[src/rtl/mips_isa_pkg.sv]
package mips_isa_pkg;

    // field positions within a 32-bit instruction word
    localparam int op_lsb    = 26;
    localparam int rs_lsb    = 21;
    localparam int rt_lsb    = 16;
    localparam int rd_lsb    = 11;
    localparam int shamt_lsb = 6;

    // field widths
    localparam int op_w     = 6;
    localparam int func_w   = 6;
    localparam int reg_w    = 5;
    localparam int shamt_w  = 5;
    localparam int imm_w    = 16;
    localparam int target_w = 26;

    // primary opcodes
    localparam logic [op_w-1:0] op_rtype = 6'h00;
    localparam logic [op_w-1:0] op_j     = 6'h02;
    localparam logic [op_w-1:0] op_beq   = 6'h04;
    localparam logic [op_w-1:0] op_bne   = 6'h05;
    localparam logic [op_w-1:0] op_addiu = 6'h09;
    localparam logic [op_w-1:0] op_andi  = 6'h0c;
    localparam logic [op_w-1:0] op_ori   = 6'h0d;
    localparam logic [op_w-1:0] op_lui   = 6'h0f;
    localparam logic [op_w-1:0] op_lw    = 6'h23;
    localparam logic [op_w-1:0] op_sw    = 6'h2b;

    // function codes for op_rtype
    localparam logic [func_w-1:0] fn_sll  = 6'h00;
    localparam logic [func_w-1:0] fn_srl  = 6'h02;
    localparam logic [func_w-1:0] fn_jr   = 6'h08;
    localparam logic [func_w-1:0] fn_addu = 6'h21;
    localparam logic [func_w-1:0] fn_subu = 6'h23;
    localparam logic [func_w-1:0] fn_and  = 6'h24;
    localparam logic [func_w-1:0] fn_or   = 6'h25;
    localparam logic [func_w-1:0] fn_slt  = 6'h2a;

    localparam int reg_count = 32;

endpackage

[src/rtl/core_bus_pkg.sv]
package core_bus_pkg;

    // data and address width of the memory bus
    localparam int word_w = 32;

    // multicycle step of the core
    typedef enum logic [1:0] {
        st_halt  = 2'd0,
        st_fetch = 2'd1,
        st_exec  = 2'd2,
        st_mem   = 2'd3
    } cycle_t;

    // address of the first instruction
    localparam logic [word_w-1:0] reset_pc = 32'h0000_0000;

endpackage

[src/rtl/reg_file.sv]
`timescale 1ns/1ps

module reg_file (
    input  logic                              clk,
    input  logic                              reset,
    input  logic [mips_isa_pkg::reg_w-1:0]    rs,
    input  logic [mips_isa_pkg::reg_w-1:0]    rt,
    input  logic                              wr_en,
    input  logic [mips_isa_pkg::reg_w-1:0]    wr_reg,
    input  logic [core_bus_pkg::word_w-1:0]   wr_data,
    output logic [core_bus_pkg::word_w-1:0]   rs_value,
    output logic [core_bus_pkg::word_w-1:0]   rt_value
);

    logic [core_bus_pkg::word_w-1:0] regs [mips_isa_pkg::reg_count];

    always_ff @(posedge clk) begin
        if (reset) begin
            for (int i = 0; i < mips_isa_pkg::reg_count; i++) begin
                regs[i] <= '0;
            end
        end else if (wr_en && wr_reg != '0) begin
            // writes to register zero are dropped
            regs[wr_reg] <= wr_data;
        end
    end

    // asynchronous reads, register zero always reads zero
    assign rs_value = (rs == '0) ? '0 : regs[rs];
    assign rt_value = (rt == '0) ? '0 : regs[rt];

endmodule

[config.mk]
export PLATFORM = sky130hd
export DESIGN_NAME = reg_file
export DESIGN_NICKNAME = d
export VERILOG_FILES = /design/src/rtl/mips_isa_pkg.sv /design/src/rtl/core_bus_pkg.sv /design/src/rtl/reg_file.sv
export SDC_FILE = /design/constraint.sdc
export NUM_CORES = 2
export LEC_CHECK = 0
export ABC_CLOCK_PERIOD_IN_PS = 2300
export BUFFER_PORTS_ARGS = -buffer_cell sky130_fd_sc_hd__buf_2
export CAP_MARGIN = 20
export CORE_AREA = 2 2 333 335
export CTS_CLUSTER_DIAMETER = 50
export DETAILED_ROUTE_END_ITERATION = 6
export DIE_AREA = 0 0 335 337
export PLACE_DENSITY_LB_ADDON = 0.1
export SYNTH_ARGS = -nofsm -noshare
export SYNTH_HDL_FRONTEND = slang
export SYNTH_SLANG_ARGS = --single-unit
[constraint.sdc]
create_clock -name clk -period 2.3 [get_ports clk]
set_input_delay 0.115 -clock clk [delete_from_list [all_inputs] [get_ports clk]]
set_output_delay 0.115 -clock clk [all_outputs]
set_load 0.005 [all_outputs]
# Word level (Yosys, flattened, before mapping)
# Memories as Yosys holds them, arrays and structs flattened.
# Index checks and enable logic that the tools add are counted.
# classes
muxes,10
reduce_logical,5
# op_table
cell,n
$mux 32,3
$reduce_or 32->1,1
$logic_not 5->1,2
$mux 1,6
$mux 5,1
$reduce_bool 5->1,1
$logic_and 1x1->1,1
# totals
register_bits,0
ram_bits,1024
input_bits,50
out_inout_bits,64
word_cells,16
memories,1
# memory_table
name,words,word_bits,read_ports,rd_clocked_by_memory_dff,write_ports,line,text
regs,32,32,2,0,32,reg_file.sv:15,logic [core_bus_pkg::word_w-1:0] regs [mips_isa_pkg::reg_count];

# Depth between registers and ports, before layout
# depth
ltp_word,7
depth_mapped,9
depth_no_buf,4

# Worst setup path before layout
# No wires, ideal clock.
# synth_path
kind,input -> register
from,in wr_reg[1] (netlist name)
to,mem regs[12][0] (netlist name) (enable)
setup_time_ps,375
t_arrival_ps,1661
t_required_ps,1925
path_slack_ps,264
stages,4
n_path_buf,1
path_cell_list,or4b_2 clkbuf_1 nor2_1 or2_2
# synth_rtl
element,line,text
"start, declared",reg_file.sv:9,"input logic [mips_isa_pkg::reg_w-1:0] wr_reg,"
"end, declared",reg_file.sv:15,

==> results.toml <==
[status]
status = "complete, but fails checks"
violations = "negative setup slack"

[yosys]
yosysTopAreaCellShare_pct = 56.7
async_reset_ff_share_pct = 0
synth_adder_area_share_pct = 0
netlist_area_um2 = 54300
synth_compound_area_share_pct = 3.65
synth_common_cells = "1024 x edfxtp_1, 995 x and2_1, 472 x mux4_2"
synth_edf_count = 1024
ys_seq_area_share_pct = 56.7
synth_top_family_by_area = "multiplexers"
synth_cell_types = 42
synth_ff_type = "edfxtp_1"
synthSimpleGateAreaFrac_pct = 13.3
ys_ff_latch = 1024
synth.most_common_cell = "edfxtp_1"
synth_xor_area_share_pct = 0
synth_top_area_cell = "edfxtp_1"
synthMuxAreaShare_pct = 23.0
syn_inst = 3502
synth_area_per_cell_um2 = 15.5
synthTopCellsByArea = "edfxtp_1 57%, mux4_2 20%, and2_1 11%"
yosysWarnings = 0

[power_and_ir_drop]
pwr-share-clk_pct = 43.1
swShare_pct = 24.9
leakagePower_uw = 0.0232
p_per_area_nw_per_um2 = 767
comb_power_share_pct = 13.0
p_sw_uw = 12600
power.internal_uw = 37900
vdd_ir_drop_max_mv = 0.625
pwr-share-seq_pct = 43.9

[die]
initial_utilization_pct = 49.5
dieArea_um2 = 113000
ios = 114
die_w_um = 335
core_area_um2 = 110000
die_y_um = 337
rows = 122

[critical_path]
critPathCaptureType = "primary output"
arrival_ns = 2.72
crit_type = "register to primary output"
worstPathRequired_ns = 2.18
path_max_fanout = 2
worst_setup_path_start_kind = "register"

[drt]
vias_per_cell = 6.63
ant_nets = 0
wl_mm = 188
drt_first_iter_violations = 4586
dr.pass1.iters = 6
drc_errors = 0
vias = 35400
wl_per_cell_um = 35.2

[global_routing]
grtUsageTotal_pct = 33.5
grt_pass1_wl_mm = 266
grt_pass1_vias = 36800
grt_overflow = 0
grt_start_max_net_pins = 47
antenna_found_initial = 11

[clock_tree]
cts_buffers = 137
cts_tree = "built"
h-tree-depth = 4
cts-root-buf = "clkbuf_16"
clock_tree.buffer_depth = 3
clk_pin_slew_worst_paths_ns = 0.06
clock-sinks = 1024

[layout]
largest_reg_flops = 1024
drive_gt1_share_pct = 37.3
nets = 3844
finish.instance_area_um2 = 65800
synthToLayoutAreaGrowth_pct = 21.4
regMostFlops = "regs"
post-route-util_pct = 60.1
largest_registers = "regs x1024"

[hold_path]
worst_hold_startpoint = "wr_data[28]"
hold_path_class = "primary input to register"
hold_depth = 2
hold_end = "regs[14][28]"

[place]
finalWeightedCongestion = 0.877
dp_hpwl_mm = 116
io_buffers = 113
place_area_um2 = 58900

[timing]
layout_setup_ws_ns = -0.536
fin_crit_ns = 2.84
hold_violations = 0
hold_slack_ns = 0.0348
setup_violations = 64
rsz0062_at_grt = "yes"
period_share_pct = 123
tightest_slew_ns = 0.816
max-slew-margin-rel_pct = 45.4
final_max_slew_viol_count = 0
clock.fmax_mhz = 353

[flow_run]
max-cap-violations = 0
-- worst max-delay path by stage --
stage	from	endpoint	slack, ns	cells past startpoint
floorplan	wr_reg[1]	regs[12][0]	0.26	4
global placement	rt[0]	rt_value[21]	-0.44	8
detailed placement	rt[0]	rt_value[21]	-0.44	8
CTS	regs[14][17]	rt_value[17]	-0.56	6
global route	regs[30][12]	rs_value[12]	-0.57	6
finish	regs[22][12]	rs_value[12]	-0.54	6
-- power by group through the flow --
stage                     logic (uW)  clock network [uW]  registers [uW]
after detailed placement        5830                   0           22500
after global routing            6770               22600           22200
after CTS                       6390               21900           22100
after global placement          5760                   0           22400
final                           6560               21800           22200
after floorplan                 3310                   0           22200
-- repair_timing --
action / CTS / global route
endpoints found under the hold margin: 348 / 0
endpoints found under the setup margin: 64 / 64
hold buffers: 20 / 0
gates resized for setup: 249 / 52
gates cloned: 0 / 0
pin swaps: 114 / 28
setup buffers: 31 / 15
-- worst max-delay path, stage by stage (launching register included) --
cell and delay, ns:
edfxtp_1 0.41, mux4_2 0.48, mux4_2 0.56, o22ai_2 0.18, buf_6 0.15, nor3_2 0.04
buf_2 0.14
-- cell families (layout without fill, tap and decap cells) --
kind of cell / count (synthesis) / after routing
simple gates: 1177 / 1177
other cells: 1 / 40
mux: 652 / 652
flops: 1024 / 1024
buf+inv: 389 / 758
compound gates: 259 / 259
-- layer usage --
| layer | global-route usage (%) | up-vias | share of wire (%) |
|---|---|---|---|
| met5 | 0 | - | 0.030 |
| met1 | 44.3 | 18500 | 38 |
| li1 | - | 14200 | - |
| met4 | 17.1 | 10 | 5.2 |
| met3 | 5.77 | 458 | 9.1 |
| met2 | 53.7 | 2185 | 48 |
-- placed cells by master (no fill, tap or decap), types with 7 or more instances in the layout --
cell / netlist / routed
a2111oi_2: 0 / 7
a2111oi_4: 0 / 48
a21oi_1: 12 / 10
a22o_1: 51 / 22
a22o_4: 0 / 29
a22oi_1: 16 / 16
and2_1: 995 / 994
buf_12: 0 / 90
buf_2: 46 / 105
buf_4: 38 / 278
buf_6: 21 / 13
bufinv_16: 0 / 16
clkbuf_1: 271 / 19
clkbuf_16: 0 / 145
clkinv_1: 0 / 18
clkinv_2: 0 / 17
clkinvlp_4: 0 / 13
conb_1: 1 / 32
diode_2: 0 / 8
dlygate4sd3_1: 0 / 20
edfxtp_1: 1024 / 1024
inv_6: 0 / 11
mux2_2: 30 / 28
mux2i_1: 150 / 149
mux4_2: 472 / 472
nand2_1: 7 / 7
nor2_2: 0 / 15
nor2_4: 0 / 17
nor2b_1: 14 / 10
nor3_2: 0 / 37
nor3_4: 0 / 13
o22ai_1: 103 / 79
o22ai_2: 0 / 14
o22ai_4: 0 / 10
or2_2: 33 / 33
-- metrics by stage --
| step | setup TNS [ns] | worst slack (ns) | power (uW) | cells |
|---|---|---|---|---|
| after floorplan | 0 | 0.264 | 25500 | 3533 |
| after global placement | -5.55 | -0.437 | 28100 | 5040 |
| after detailed placement | -6.45 | -0.444 | 28300 | 5040 |
| after CTS | -26.50 | -0.561 | 50400 | 5321 |
| after global routing | -26.72 | -0.568 | 51600 | 5330 |
| final | -24.12 | -0.536 | 50500 | 5336 |
-- layout make-up --
cell class | instances | area (um2)
antenna | 8 | 20.0
clock buffer | 164 | 3700
clock inverter | 83 | 915
fill | 8141 | 43800
inverter | 2 | 7.51
multi-input combinational | 2120 | 23900
sequential | 1024 | 30700
tap | 1426 | 1780
timing repair buffer | 509 | 4810
Power figures use the tool's default switching activity.
