<file path="config.mk">
export PLATFORM = sky130hd
export DESIGN_NAME = instr_reg
export DESIGN_NICKNAME = d
export VERILOG_FILES = /design/src/rtl/mips_isa_pkg.sv /design/src/rtl/core_bus_pkg.sv /design/src/rtl/instr_reg.sv
export SDC_FILE = /design/constraint.sdc
export NUM_CORES = 1
export LEC_CHECK = 0
export BUFFER_PORTS_ARGS = -buffer_cell sky130_fd_sc_hd__buf_2
export CAP_MARGIN = 0
export CORE_MARGIN = 2
export CORE_UTILIZATION = 43
export CTS_BUF_LIST = sky130_fd_sc_hd__clkbuf_2
export CTS_CLUSTER_DIAMETER = 30
export DETAILED_ROUTE_END_ITERATION = 10
export PLACE_DENSITY_LB_ADDON = 0.08
export SETUP_SLACK_MARGIN = 0.15
export SKIP_LAST_GASP = 1
export SLEW_MARGIN = 20
export SYNTH_ARGS = -nofsm -noshare
export SYNTH_HDL_FRONTEND = slang
export SYNTH_SLANG_ARGS = --single-unit
</file>
<file path="constraint.sdc">
create_clock -name clk -period 2.08 [get_ports clk]
set_clock_uncertainty 0.05 [all_clocks]
set_input_delay 0.624 -clock clk [delete_from_list [all_inputs] [get_ports clk]]
set_output_delay 0.624 -clock clk [all_outputs]
set_load 0.01 [all_outputs]
</file>
<file path="src/rtl/mips_isa_pkg.sv">
package mips_isa_pkg;

    // field positions within a 32-bit instruction word
    localparam int op_lsb    = 26;
    localparam int rs_lsb    = 21;
    localparam int rt_lsb    = 16;
    localparam int rd_lsb    = 11;
    localparam int shamt_lsb = 6;

    // field widths
    localparam int op_w     = 6;
    localparam int func_w   = 6;
    localparam int reg_w    = 5;
    localparam int shamt_w  = 5;
    localparam int imm_w    = 16;
    localparam int target_w = 26;

    // primary opcodes
    localparam logic [op_w-1:0] op_rtype = 6'h00;
    localparam logic [op_w-1:0] op_j     = 6'h02;
    localparam logic [op_w-1:0] op_beq   = 6'h04;
    localparam logic [op_w-1:0] op_bne   = 6'h05;
    localparam logic [op_w-1:0] op_addiu = 6'h09;
    localparam logic [op_w-1:0] op_andi  = 6'h0c;
    localparam logic [op_w-1:0] op_ori   = 6'h0d;
    localparam logic [op_w-1:0] op_lui   = 6'h0f;
    localparam logic [op_w-1:0] op_lw    = 6'h23;
    localparam logic [op_w-1:0] op_sw    = 6'h2b;

    // function codes for op_rtype
    localparam logic [func_w-1:0] fn_sll  = 6'h00;
    localparam logic [func_w-1:0] fn_srl  = 6'h02;
    localparam logic [func_w-1:0] fn_jr   = 6'h08;
    localparam logic [func_w-1:0] fn_addu = 6'h21;
    localparam logic [func_w-1:0] fn_subu = 6'h23;
    localparam logic [func_w-1:0] fn_and  = 6'h24;
    localparam logic [func_w-1:0] fn_or   = 6'h25;
    localparam logic [func_w-1:0] fn_slt  = 6'h2a;

    localparam int reg_count = 32;

endpackage

</file>
<file path="src/rtl/core_bus_pkg.sv">
package core_bus_pkg;

    // data and address width of the memory bus
    localparam int word_w = 32;

    // multicycle step of the core
    typedef enum logic [1:0] {
        st_halt  = 2'd0,
        st_fetch = 2'd1,
        st_exec  = 2'd2,
        st_mem   = 2'd3
    } cycle_t;

    // address of the first instruction
    localparam logic [word_w-1:0] reset_pc = 32'h0000_0000;

endpackage

</file>
<file path="src/rtl/instr_reg.sv">
`timescale 1ns/1ps

module instr_reg (
    input  logic                                  clk,
    input  logic                                  reset,
    input  core_bus_pkg::cycle_t                  state,
    input  logic [core_bus_pkg::word_w-1:0]       readdata,
    input  logic                                  mem_done,
    output logic [mips_isa_pkg::op_w-1:0]         op,
    output logic [mips_isa_pkg::reg_w-1:0]        rs,
    output logic [mips_isa_pkg::reg_w-1:0]        rt,
    output logic [mips_isa_pkg::reg_w-1:0]        rd,
    output logic [mips_isa_pkg::shamt_w-1:0]      shamt,
    output logic [mips_isa_pkg::func_w-1:0]       func,
    output logic [mips_isa_pkg::imm_w-1:0]        immediate,
    output logic [mips_isa_pkg::target_w-1:0]     target
);

    // stored instruction
    logic [core_bus_pkg::word_w-1:0] instr;
    // word that the fields are taken from
    logic [core_bus_pkg::word_w-1:0] word;
    logic                            capture;

    // fetch completes when the bus drops waitrequest
    assign capture = (state == core_bus_pkg::st_fetch) && mem_done;

    always_ff @(posedge clk) begin
        if (reset) begin
            instr <= '0;
        end else if (capture) begin
            instr <= readdata;
        end
    end

    // incoming word goes straight through during the capture cycle
    assign word = capture ? readdata : instr;

    assign op        = word[mips_isa_pkg::op_lsb    +: mips_isa_pkg::op_w];
    assign rs        = word[mips_isa_pkg::rs_lsb    +: mips_isa_pkg::reg_w];
    assign rt        = word[mips_isa_pkg::rt_lsb    +: mips_isa_pkg::reg_w];
    assign rd        = word[mips_isa_pkg::rd_lsb    +: mips_isa_pkg::reg_w];
    assign shamt     = word[mips_isa_pkg::shamt_lsb +: mips_isa_pkg::shamt_w];
    // func, immediate and target all start at bit zero
    assign func      = word[mips_isa_pkg::func_w-1:0];
    assign immediate = word[mips_isa_pkg::imm_w-1:0];
    assign target    = word[mips_isa_pkg::target_w-1:0];

    // execute only ever follows a completed fetch
    a_instr_fresh: assert property (
        @(posedge clk) disable iff (reset)
        (state == core_bus_pkg::st_exec) |-> $past(capture)
    ) else $error("execute entered without a freshly captured instruction");

endmodule

</file>
; After elaboration in Yosys (flattened, before gate mapping)
; Index checks and enable logic that the tools add are counted.
; Widths: inputs -> output; s select.
[totals]
ff_bits = 32
output_inout_bits = 74
wordCells = 4
[classes]
n_eq_ne = 1
muxes = 1
reduce_logical = 1
[op_table]
columns = op, n
row1 = $mux 32, 1
row2 = $eq 2x1->1 const B, 1
row3 = $logic_and 1x1->1, 1

; Depth between registers and ports, before layout
[depth]
depth_word = 3
mapped_depth = 4
mapped_depth_nobuf = 2

; Least setup slack after synthesis
; OpenSTA, ideal clock, no wires.
[synth_timing]
path_kind = in2out
from = input port state[1]
to = output port immediate[0] in the netlist's numbering
t_arrival_ps = 1433
required_ps = 1406
setup_slack_ps = -27
cell_stages = 4
cell_sequence = nand3b_4 > buf_6 > mux2_4 > buf_4
[synth_between]
elab_chain_cells = 3
[synth_lines]
columns = element, line_no
row1 = "start, declared", instr_reg.sv:6  ; input core_bus_pkg::cycle_t state,
row2 = $eq 2x1->1, instr_reg.sv:26  ; assign capture = (state == core_bus_pkg::st_fetch) && mem_done;
row3 = $logic_and 1x1->1, instr_reg.sv:26
row4 = $mux 32, n/a
row5 = "end, declared", instr_reg.sv:15  ; output logic [mips_isa_pkg::imm_w-1:0] immediate,
; Every way passes these cells.

; Worst setup path in the final report
[layout_timing]
from = input port state[1]
to = output port immediate[6] in the netlist's numbering
; The elaborated chain is that of the path after synthesis.

==> metrics list <==
- Status: finished with violations
* Failing checks: negative setup slack
* Largest register FFs: 32
- Setup violations remaining at the end of the flow were counted as 74.
- The first TritonRoute pass finished after 4 iterations.
- In this run the cell area of the synthesized design comes to roughly 2300 um2.
- Maximum clock rate: 448.1 MHz
* Cell depth of the worst hold path: 2
- Of the total power, the share spent switching nets is 29.69%.
- Crit end category: output port
- IO Pins: around 110
- For this run, the share of the core covered by cells in the final layout is 52.87%.
- Measured along the x axis, the die boundary spans between 70 and 80 um.
* Beginning of the worst hold path: instr[8]
- The routed layout has 1,561 vias.
- ANT nets after route: 0
- Area overhead of the layout relative to synthesis: 17.60%
- Pleak: approximately 1.4 nW
- Dividing the final minimum period by the clock period gives 107.3%.
* Classification of the worst setup path: in -> out
- Cell internal power was estimated by the tool at just over 0.9 mW.
- The routed design could run at a clock period as short as between 2000 and 2500 ps.
- TritonCTS created 5 clock buffers.
- Measured against its own limit, the worst slew margin works out to 83.81%.
- The netlist uses 12 different library cells.
- Hold Crit Class: reg -> reg
- The number of global-route vias before repair was 1,469.
- Counting flops and latches in the post-synthesis netlist gives 32.
- The initial utilization of the core area, before any placement, comes to about 45%.
- Across the run, the number of max-cap violations was 0.
- Iteration-0 DRC count of the detailed router: 24
* Net count after synthesis: ~260
- Wire length after detailed routing: between 4000 and 5000 um
- Largest vdd supply drop: 0.2812 mV
* P_sw: slightly below 0.4 mW
- The first global-routing pass estimated between 6000 and 7000 um of wire.
- GRT met3 Usage: 4.118%
- Counting cells, the worst reg-to-reg path comes to 2.
- After detailed routing, the average wire length per cell comes to roughly 11 um.
- The number of max-slew violations in the final report was 0.
* Post-route worst setup slack: -151.7 ps
* Average footprint of a synthesized cell: about 11 um2
- Final hold violation count: 0
- Relative contribution of the clock network to total power: 22.5%
- Pwr Density: 478.0 nW/um2
* Met2 track demand over resource in global routing: ~23%
* Gate count after technology mapping: approximately 220
- CTS built an H-tree with a depth of 2.
- Crit Path Max Fanout: 23
* Clk_lat worst skew: roughly 360 ps
- Share of power burned in combinational logic: approximately 28%
* Endpoint arrival time on the critical path: 1560 ps
* Least-Margin Pin Slew: 242.8 ps
* Clock Sinks: 32
- For flop-to-flop paths, the worst setup slack is between 1000 and 1500 ps.
* Proportion of synthesized chip area in sequential cells: approximately 28%
* Vertical die dimension: slightly below 80 um
- Vias per cell: ~4.4
- R2r startpoint: instr[17]
* Buffer depth of the longest clock path: 2
* RR Endpoint: instr[17]
- The floorplan step defined a die boundary enclosing roughly 6000 um2.
- The total overflow left after global routing is 0.
- STA classifies the critical path startpoint as an input pin.
* Pin count of the biggest net entering global routing: 65
* Number of warnings printed during yosys synthesis: 0
- Registers are responsible for 49.8% of the overall power.
* Met1 demand-to-capacity share in global routing: 15.71%
- After detailed routing, the number of remaining DRC violations is 0.
* Number of antenna diodes: 0
- Port-buffer cells: 110
- After routing, the total negative slack on setup checks comes to -9470 ps.
- Data on the critical path is required at its endpoint by roughly 1400 ps.
- Total Nets Final: ~320
* Ratio of cells with drive above 1 in the final layout: a little over half
* Number of core rows: 26
- After floorplanning, the core was sized to cover between 5000 and 6000 um2.
- The number of antenna violations at the first check in global routing was 0.
- Global routing consumed, over all layers together, 13.28% of the routing resources.
- CTS placed an instance of sky130_fd_sc_hd__clkbuf_2 at the clock tree root.
* Weighted congestion at the end of routability-driven global placement: about 0.64
- Clock tree from TritonCTS: yes
* Half-perimeter wire length after placement: 2775 um
- After clock tree synthesis, the clock-pin slew on the worst setup and hold paths is about 170 ps.
- Unrepaired setup endpoints after global routing: true
- Busiest grt layer: met2
- Hold EP: instr[8]
## critical path, stage by stage
cell and delay (ps):
sky130_fd_sc_hd__buf_6 90, sky130_fd_sc_hd__nand3b_4 170, sky130_fd_sc_hd__buf_12 200, sky130_fd_sc_hd__mux2_4 320, sky130_fd_sc_hd__buf_2 150
## how the worst max path moves through the flow
stage,cells past startpoint,startpoint,end
after floorplan,4,state[1],immediate[0]
after global placement,5,state[1],immediate[6]
after detailed placement,5,state[1],immediate[6]
after CTS,5,state[1],immediate[6]
after global routing,5,state[1],immediate[6]
final,5,state[1],immediate[6]
## cells in the mapped netlist, drive strengths merged
| cell | n | share of area (%) |
|---|---|---|
| nand2b | 64 | 17 |
| and3b | 1 | 0.38 |
| mux2i | 32 | 14 |
| dfxtp | 32 | 28 |
| clkbuf | 6 | 0.97 |
| buf | 50 | 18 |
| mux2 | 32 | 20 |
| nand3b | 1 | 0.87 |
## layout make-up
| class | instances | area, um2 |
|---|---|---|
| Tap cell | 70 | 87.58 |
| Sequential cell | 32 | 640.6 |
| Clock buffer | 5 | 25.02 |
| Multi-Input combinational cell | 130 | 1224 |
| Clock inverter | 3 | 13.76 |
| Fill cell | 508 | 2422 |
| Timing Repair Buffer | 115 | 726.9 |
## metrics by stage
step           cell area [um2]  worst slack [ps]  total power, mW  instances  hold slack [ps]
2_1_floorplan             2311            -26.58           0.9346        218            395.2
3_3_place_gp              2570            -158.0           0.9983        346            411.0
3_5_place_dp              2570            -167.8            1.000        346            415.9
4_1_cts                   2710            -168.8            1.324        354            415.5
5_1_grt                   2718            -195.0            1.374        355            421.9
6_report                  2718            -151.7            1.299        355            430.7
## cells by family after synthesis
group / after synthesis / synth area share, %
DFF: 32 / 27.72
muxes: 64 / 34.33
buffers and inverters: 56 / 19.38
and+or+nand+nor: 66 / 18.57
## cells in the final DEF (no fill, tap or decap), drive strengths merged
cell type  synthesis  routed
dfxtp             32      32
nand2b            64      64
and3b              1       1
nand3b             1       1
buf               50     115
clkinv             0       3
mux2              32      32
clkbuf             6       5
mux2i             32      32
## metal layers
layer  vias to the layer above  routed length, um
li1                        799                  -
met1                       693               1717
met2                        66               1915
met3                         3                349
met4                         0                 24
met5                         -                  0
## power by group through the flow
stage	clock (mW)	sequential (mW)	combinational, mW
finish	0.292	0.646	0.361
floorplan	0	0.656	0.278
CTS	0.312	0.647	0.365
global placement	0	0.659	0.339
detailed placement	0	0.659	0.341
global route	0.334	0.650	0.391
## timing repair
item | 4_1_cts | 5_1_grt
endpoints found under the setup margin | 74 | 74
hold buffers | 0 | 0
gates resized for setup | 17 | 0
hold endpoints to repair | 0 | 0
pin swaps | 1 | 0
setup buffers | 0 | 1
(Power assumes the default switching activity.)
