### src/rtl/core_bus_pkg.sv
package core_bus_pkg;

    // data and address width of the memory bus
    localparam int word_w = 32;

    // multicycle step of the core
    typedef enum logic [1:0] {
        st_halt  = 2'd0,
        st_fetch = 2'd1,
        st_exec  = 2'd2,
        st_mem   = 2'd3
    } cycle_t;

    // address of the first instruction
    localparam logic [word_w-1:0] reset_pc = 32'h0000_0000;

endpackage

### src/rtl/cycle_ctrl.sv
`timescale 1ns/1ps

module cycle_ctrl (
    input  logic                              clk,
    input  logic                              reset,
    input  logic                              waitrequest,
    input  logic                              is_mem,
    input  logic                              is_store,
    input  logic                              halt_req,
    input  logic [core_bus_pkg::word_w-1:0]   pc,
    input  logic [core_bus_pkg::word_w-1:0]   data_address,
    input  logic [core_bus_pkg::word_w-1:0]   store_data,
    output core_bus_pkg::cycle_t              state,
    output logic                              mem_done,
    output logic [core_bus_pkg::word_w-1:0]   address,
    output logic                              read,
    output logic                              write,
    output logic [core_bus_pkg::word_w-1:0]   writedata,
    output logic                              active
);

    core_bus_pkg::cycle_t state_next;
    // set once the program has ended, so st_halt is left only by reset
    logic                 halted;
    logic                 strobe;

    always_comb begin
        state_next = state;
        case (state)
            core_bus_pkg::st_halt: begin
                if (!halted) begin
                    state_next = core_bus_pkg::st_fetch;
                end
            end
            core_bus_pkg::st_fetch: begin
                if (mem_done) begin
                    state_next = core_bus_pkg::st_exec;
                end
            end
            core_bus_pkg::st_exec: begin
                if (halt_req) begin
                    state_next = core_bus_pkg::st_halt;
                end else if (is_mem) begin
                    state_next = core_bus_pkg::st_mem;
                end else begin
                    state_next = core_bus_pkg::st_fetch;
                end
            end
            default: begin
                if (mem_done) begin
                    state_next = core_bus_pkg::st_fetch;
                end
            end
        endcase
    end

    always_ff @(posedge clk) begin
        if (reset) begin
            state  <= core_bus_pkg::st_halt;
            halted <= 1'b0;
        end else begin
            state <= state_next;
            if (state == core_bus_pkg::st_exec && halt_req) begin
                halted <= 1'b1;
            end
        end
    end

    // bus strobes follow the step directly
    assign read   = (state == core_bus_pkg::st_fetch)
                 || (state == core_bus_pkg::st_mem && !is_store);
    assign write  = (state == core_bus_pkg::st_mem) && is_store;
    assign strobe = read || write;

    assign mem_done  = strobe && !waitrequest;
    assign address   = (state == core_bus_pkg::st_mem) ? data_address : pc;
    assign writedata = write ? store_data : '0;
    assign active    = (state != core_bus_pkg::st_halt);

    // a store that skips the memory step would be lost
    a_store_is_mem: assert property (
        @(posedge clk) disable iff (reset)
        (state == core_bus_pkg::st_exec && is_store) |-> is_mem
    ) else $error("store not marked as a memory access");

    a_bus_held: assert property (
        @(posedge clk) disable iff (reset)
        (strobe && waitrequest) |=>
            ($stable(address) && $stable(writedata) && $stable(read) && $stable(write))
    ) else $error("bus changed while waitrequest was high");

endmodule

### config.mk
export PLATFORM = sky130hd
export DESIGN_NAME = cycle_ctrl
export DESIGN_NICKNAME = d
export VERILOG_FILES = /design/src/rtl/core_bus_pkg.sv /design/src/rtl/cycle_ctrl.sv
export SDC_FILE = /design/constraint.sdc
export NUM_CORES = 1
export LEC_CHECK = 0
export ABC_AREA = 1
export BUFFER_PORTS_ARGS = -buffer_cell sky130_fd_sc_hd__clkbuf_2
export CAP_MARGIN = 10
export CORE_AREA = 4 4 65 67
export CTS_BUF_LIST = sky130_fd_sc_hd__clkbuf_8
export DETAILED_ROUTE_END_ITERATION = 16
export DIE_AREA = 0 0 69 71
export HOLD_SLACK_MARGIN = 0.08
export PLACE_DENSITY = 0.76
export REMOVE_ABC_BUFFERS = 1
export SETUP_SLACK_MARGIN = 0.2
export SKIP_LAST_GASP = 1
export SYNTH_ARGS = -nofsm -noshare
export SYNTH_HDL_FRONTEND = slang
export SYNTH_SLANG_ARGS = --single-unit
### constraint.sdc
create_clock -name clk -period 2.2 [get_ports clk]
set_input_delay 0 -clock clk [delete_from_list [all_inputs] [get_ports clk]]
set_output_delay 0 -clock clk [all_outputs]
set_load 0.005 [all_outputs]
== Yosys cells after proc, flatten, opt, wreduce, memory -nomap -nowiden ==
Cells that the tools add are included.
Widths: inputs -> output; s select.
Word-level totals
  bits in registers: 3
  input bits: 102
  output and inout port bits: 70
  logic and storage cells: 27
Cells by class
  eq/ne operators: 5
  mux-type cells: 8
  reduce and logical (&&, ||, !) cells: 12
Operators by type and width (count)
  $mux 32: 2
  $mux 2: 5
  $pmux 2 s3: 1
  $eq 2x2->1 const B: 2
  $logic_and 1x1->1: 4
  $ne 2x2->1 const B: 2
  $reduce_and 3->1: 1
  $reduce_bool 3->1: 1
  $eq 2x1->1 const B: 1
  $logic_not 1->1: 2
  $logic_not 2->1: 1
  $logic_or 1x1->1: 2
  $reduce_bool 2->1: 1

== Logic depth before layout (Yosys ltp) ==
Gate-level depths: netlist of the first run.
  depth after elaboration: 7
  depth in mapped cells: 9
  mapped depth without buffers: 9

== Worst setup path before layout of the first run ==
No wires, ideal clock.
  path type: flip-flop to flip-flop
  from: reg state[0]
  to: reg state[1]
  setup time: 0.109 ns
  data arrival time: 1.079 ns
  path slack: 1.012 ns
  stages on the path, launching flop included: 9
  path buffers: 0
  period minus slack after synthesis: 1.188 ns
  cells stage by stage: dfxtp_1 > inv_1 > ha_1 > o21ai_1 > nand2_2 > nand2_2 > nand2_1 > nand2_1 > nor2_1
On the way
  longest elaborated chain between the ends: 7
RTL lines
  start, declared: line cycle_ctrl.sv:13  | output core_bus_pkg::cycle_t state,
  start signal, assigned: line cycle_ctrl.sv:59  | state <= core_bus_pkg::st_halt;
  start signal, assigned: line cycle_ctrl.sv:62  | state <= state_next;
  $eq 2x2->1: line cycle_ctrl.sv:71, cycle_ctrl.sv:72
  $logic_and 1x1->1: line cycle_ctrl.sv:71  | || (state == core_bus_pkg::st_mem && !is_store);
  $logic_or 1x1->1: line cycle_ctrl.sv:71
  $logic_or 1x1->1: line cycle_ctrl.sv:73  | assign strobe = read || write;
  $logic_and 1x1->1: line cycle_ctrl.sv:75  | assign mem_done = strobe && !waitrequest;
  $ne 2x2->1 (no source line) or $reduce_bool 3->1 (tied branches)
  $reduce_and 3->1 (no source line)
Parallel ways exist; a longest one is shown, timed or not.
A chain may end at the register's enable or synchronous reset.

== Worst setup path after layout of the first run ==
  from: reg state[0]
  to: out writedata[29] (netlist bit)
On the way
  longest elaborated chain between the ends: 3
RTL lines
  $eq 2x2->1: line cycle_ctrl.sv:72  | assign write = (state == core_bus_pkg::st_mem) && is_store;
  $logic_and 1x1->1: line cycle_ctrl.sv:72
  $mux 32: line cycle_ctrl.sv:77  | assign writedata = write ? store_data : '0;
  end, declared: line cycle_ctrl.sv:18  | output logic [core_bus_pkg::word_w-1:0] writedata,
No other way between the ends.

==> run metrics, run 1 <==
status=complete, no violations; met3 wire length=about 290 um; crit path from=state[0]; initial drt markers=44; crit path DAT=1610 ps; Post-synth top cells=nand2_1 (105), inv_1 (40), nor2_1 (36); Worst Skew=between 1.5 and 2 ps; max_cap viols=0; Post-Place Cells=418; drt total wl=4.31 mm; met1 WL=1.57 mm; CP Cell Sequence=ha_1, nand2_2, nor2_1, clkbuf_2; Max Clock Freq=620 MHz; Critical Path End Type=output port; first-pass detailed-route iteration total=4; asr flop ratio synth=0%; CTS buffer count=3; Worst Setup Slack, final=between 500 and 600 ps; max layer used=met4; area grow syn2layout=102%; layout cells sized above 1=a little under half; RR Startpoint=state[0]; FF/Latch Area=60.1 sq um; synthesized area per cell=~4.4 sq um; WP buf/inv=1; largest area contributor in the netlist=nand2_1; Synth Warn #=0; CP delay by family, top=simple AND/OR/NAND/NOR gates; DRC viols=0; top cell type's share of synthesized area=a little over two fifths; average wire per standard cell=around 10 um; Top Ports=172; CP max stage delay=370 ps; DR vias=about 1.7k; Critical Path RT=between 2000 and 2500 ps; TritonCTS clock tree=yes; slowest CP cell=dfxtp_1; Crit Path Max Fanout=33; vias in the first global route=about 1.6k; Core ar.=3630 sq um; Setup violations, final=0; post-synthesis cell type count=14; unrepaired setup endpoints after global routing=false; Most used DFF post-synth=dfxtp_1; post_cts resized=0; Bufs on Longest Clock Path=2; ranking of synthesized cells by area=nand2_1 (43%), inv_1 (16%), nor2_1 (15%); maximum vdd drop=between 0.0004 and 0.0005 V; EDFF count, synth=0; fin crit share=73.4%; area of the multi-input gates=642 sq um; Antenna Cells=0; antenna violations before repair=0; worst setup path class=reg2out; full die area=4900 sq um; fin util=50.8%; largest net degree at the start of global routing=34; grt total ovfl=0; Finished Layout Cells=between 400 and 500; fin. max-slew vios=0; met2 WL=2.37 mm; setup TNS=0 ps; Worst-Margin Slew=556 ps; Layout Nets=a little under 500; Initial Utilization=around a quarter; Final Hold Viols=0; leakage power=0.00143 uW; min Tclk post-route=around 1600 ps; worst hold start=is_mem; Routed Antenna Nets=0; die width=69 um; post-synthesis cell area=912 sq um; Post-CTS Setup Inserts=0; GPL Wtd Cong=about 0.82; CP Launch Type=register; FILL cells=394; root buf cell=clkbuf_8; num rows=22; Placement Setup Slack=roughly 810 ps; Mapped Cells=about 210; first-pass GRT wire length=around 7.0 mm; Yosys reg bits=3; IO Port Bufs=~170; Hold-fix buffers, CTS=2; Seq/Total Area, Yosys=approximately 6.6%; clock sink count=3; Max-Slew Margin vs Limit=between 60 and 70%; Power per Cell Area=~470 nW/um^2; Worst-Skew Late Latency=220 ps; gr usage total=approximately 17%; count leader, synth=nand2_1; detailed placement HPWL=3.73 mm; CTS clk-pin slew, worst paths=approximately 30 ps; die height=71 um; worst hold path type=in2reg; post-DR vias/cell=3.94; CTS HTree Levels=1
[power by group]
part	leakage [uW]	internal (uW)	switching [uW]
registers	0.0000247	72.4	15.6
clock network	0.0000269	119	38.6
logic	0.00138	285	338
total	0.00143	476	393
[layout make-up]
cell class                 instances  area share (%)
clock inverter                     1           0.204
timing repair buffer             174            47.9
clock buffer                       3            2.24
inverter                          41            8.34
sequential                         3            3.26
multi-input combinational        154            34.8
tap                               48            3.26
[flip-flops by register name (all words and copies together), names as in the netlist]
name	flops
halted	1
state	2
[path summary, 6_finish.rpt]
check,endpoint,slack [ps],cells after the start
worst max register to register,state[1],880,8
worst min register to register,halted,470,2
worst min-delay path,state[1],240,7
worst max-delay path,writedata[29],590,4
[cells by family after synthesis]
family / count (synthesis) / share of synthesized area (%)
simple gates: 146 / 61.2
buf+inv: 51 / 23.0
compound gates: 4 / 3.70
fa+ha+maj: 4 / 5.49
flops: 3 / 6.58
[layer usage]
metal / GRT usage (%) / vias to the layer above
met4: 6.72 / 0
met5: 0 / -
met1: 17.8 / 679
met2: 32.9 / 66
met3: 2.41 / 8
li1: - / 918
[layout by cell type, fill, tap and decap left out, drive strengths merged]
master       count
a21oi            1
buf              1
clkbuf         174
dfxtp            3
dlygate4sd3      2
ha               4
inv             42
nand2          108
nand3            2
nor2            36
o21ai            2
o21bai           1
[through the flow]
step / instance area [sq um] / power [uW] / hold slack, ps
finish: 1840 / 869 / 237
floorplan: 856 / 417 / 70.7
global placement: 1780 / 706 / 198
detailed placement: 1780 / 714 / 201
global route: 1840 / 973 / 261
CTS: 1840 / 885 / 229
[tightest hold or removal path: stages]
cell and delay (ps):
clkbuf_2 80, nand3_1 70, nand2_1 50, nand2_1 50
nand3_1 60, nand2_1 70, nor2_1 40
No activity file was read; power rests on OpenSTA's default activity.
==> run 2: changes to the inputs <==
--- a/config.mk
+++ b/config.mk
@@ -8,12 +8,12 @@
 export ABC_AREA = 1
 export BUFFER_PORTS_ARGS = -buffer_cell sky130_fd_sc_hd__clkbuf_2
 export CAP_MARGIN = 10
-export CORE_AREA = 4 4 65 67
+export CORE_MARGIN = 4
+export CORE_UTILIZATION = 24
 export CTS_BUF_LIST = sky130_fd_sc_hd__clkbuf_8
 export DETAILED_ROUTE_END_ITERATION = 16
-export DIE_AREA = 0 0 69 71
 export HOLD_SLACK_MARGIN = 0.08
-export PLACE_DENSITY = 0.76
+export PLACE_DENSITY = 0.77
 export REMOVE_ABC_BUFFERS = 1
 export SETUP_SLACK_MARGIN = 0.2
 export SKIP_LAST_GASP = 1
==> constraint.sdc (replaced) <==
create_clock -name clk -period 1.45 [get_ports clk]
set_input_delay 0 -clock clk [delete_from_list [all_inputs] [get_ports clk]]
set_output_delay 0 -clock clk [all_outputs]
set_load 0.005 [all_outputs]
==> run 2 against run 1 <==
Largest cell class unchanged. Global-route usage is 1.1 points lower. Non-clock buffer count is 6 higher. First-iteration DRC count is 25% higher. Critical path depth is 4 higher. Core utilization is 4.9 points higher. Clock-buffer cell count stayed put. Design area is 10% higher. Via count is 2.6% higher. Sequential power is 92% higher. Clock skew is 1.4 ps higher. Setup slack worse by 400 ps. Largest power group unchanged.
==> run metrics, run 2 (same netlist as run 1, synthesis figures left out) <==
gr usage total=between 10% and 20%; Setup violations, final=0; Largest register FFs=2; max_cap viols=0; Critical Path RT=between 1500 and 2000 ps; largest net degree at the start of global routing=34; TritonCTS clock tree=yes; CTS clk-pin slew, worst paths=~30 ps; largest registers=state x2, halted x1; R2R Setup Slk=around 190 ps; Max-Slew Margin vs Limit=roughly nine tenths; worst setup path class=reg2reg; Crit Path Max Fanout=4; fin crit share=just under 90%; Worst-Margin Slew=~140 ps; hold_ws=about 41 ps; IO Port Bufs=~170; fin. max-slew vios=0; CTS HTree Levels=1; Initial Utilization=between 20% and 30%; CP Cell Sequence=ha_4, buf_4, o21bai_4, nand2_2, nand2_2, nand2_2, nand2_1, nor2_1; die height=69.7 um; largest reg by FF count=state; antenna violations before repair=0; area grow syn2layout=123%; detailed placement HPWL=roughly 3.5 mm; initial drt markers=55; crit path DAT=1370 ps; layout cells sized above 1=52.4%; Finished Layout Cells=430; Worst Skew=2.94 ps; Routed Antenna Nets=0; DR vias=around 1.7k; leading cell type in the layout, fill and taps excluded=clkbuf_2; root buf cell=clkbuf_8; CP delay by family, top=flip-flops; first-pass detailed-route iteration total=4; die width=69.7 um; area of the multi-input gates=roughly 700 sq um; Critical Path End Type=register; Bufs on Longest Clock Path=2; post-DR vias/cell=~4; Max Clock Freq=~790 MHz; average wire per standard cell=~10 um; CP Launch Type=register; commonest cells after routing, fill and taps aside=clkbuf_2 (171), nand2_1 (104), inv_1 (39), nor2_1 (33), nand2_2 (4); FF/Latch Area=just under 70 sq um; Layout Nets=between 400 and 500; Post-Place Cells=420; drt total wl=between 4 and 5 mm; Top Ports=172; grt total ovfl=0; Power per Cell Area=760 nW/um^2; maximum vdd drop=between 0.0007 and 0.0008 V; Final Hold Viols=0; min Tclk post-route=around 1300 ps; Antenna Cells=0; DRC viols=0; worst hold path type=in2reg; CTS buffer count=3; num rows=22; Worst-Skew Late Latency=~220 ps; vias in the first global route=1486; unrepaired setup endpoints after global routing=true; CP max stage delay=approximately 360 ps; first-pass GRT wire length=~6.5 mm; WP buf/inv=1; leakage power=between 0.001 and 0.0015 uW; slowest CP cell=dfxtp_4; status=complete, no violations; FILL cells=roughly 370; Core ar.=3660 sq um; Crit path top cell by count=nand2_2; clock sink count=3; GPL Wtd Cong=slightly above 0.8; full die area=4850 sq um
[run 2: cell count changes in the layout (fill, tap and decap cells not counted), moves of 2 or more]
cell       previous run  this run
nor2_2                0         3
dfxtp_4               0         2
dfxtp_1               3         1
buf_12                0         3
o21ai_2               0         2
ha_4                  0         3
ha_1                  4         0
nor2_1               36        33
inv_1                41        39
clkbuf_16             0         2
[run 2: metal layers]
metal	GRT usage (%)	wire, um	vias to the layer above
met5	0	0	-
met4	4.47	39	0
met3	2.46	347	4
met2	32.1	2420	63
met1	16.0	1660	716
li1	-	-	931
[run 2: worst register-to-register path, cell delays in order (launching register included)]
cell	delay (ps)
dfxtp_4	360
ha_4	190
buf_4	140
o21bai_4	130
nand2_2	80
nand2_2	100
nand2_2	50
nand2_1	70
nor2_1	40
[run 2: repair_timing]
item / in CTS / in global routing
hold buffers: 1 / 1
pin swaps: 2 / 4
resized for setup: 9 / 13
cloned: 0 / 3
endpoints found under the setup margin: 68 / 58
buffers inserted: 1 / 0
endpoints found under the hold margin: 3 / 2
[run 2: area by class of cell]
class                      instances  share of cell area, %
clock buffer                       3                   2.03
clock inverter                     1                  0.184
inverter                          41                   7.68
multi-input combinational        154                   34.3
sequential                         3                   3.32
tap                               48                   2.95
timing repair buffer             180                   49.5
[run 2: path summary, 6_finish.rpt]
kind,start,end,depth (start not counted)
worst min-delay path,halt_req,halted,3
worst max-delay path,state[0],state[1],8
worst max register to register,state[0],state[1],8
worst min register to register,halted,halted,2
[run 2: metrics by stage]
stage               total power [uW]  cell area (sq um)  setup TNS [ps]  utilization (%)  setup slack (ps)
finish                          1550               2040               0             55.6               188
floorplan                        633                856          -21030                -              -381
detailed placement              1120               1830               0             50.0               138
global route                    1700               2040               0             55.6               116
global placement                1110               1830               0             50.0               197
CTS                             1410               1920               0             52.4               191
[run 2: where the power goes]
group	internal, uW	switching, uW	leakage [uW]
Clock	181	59.6	0.0000269
Combinational	559	580	0.00145
Sequential	122	47.4	0.0000259
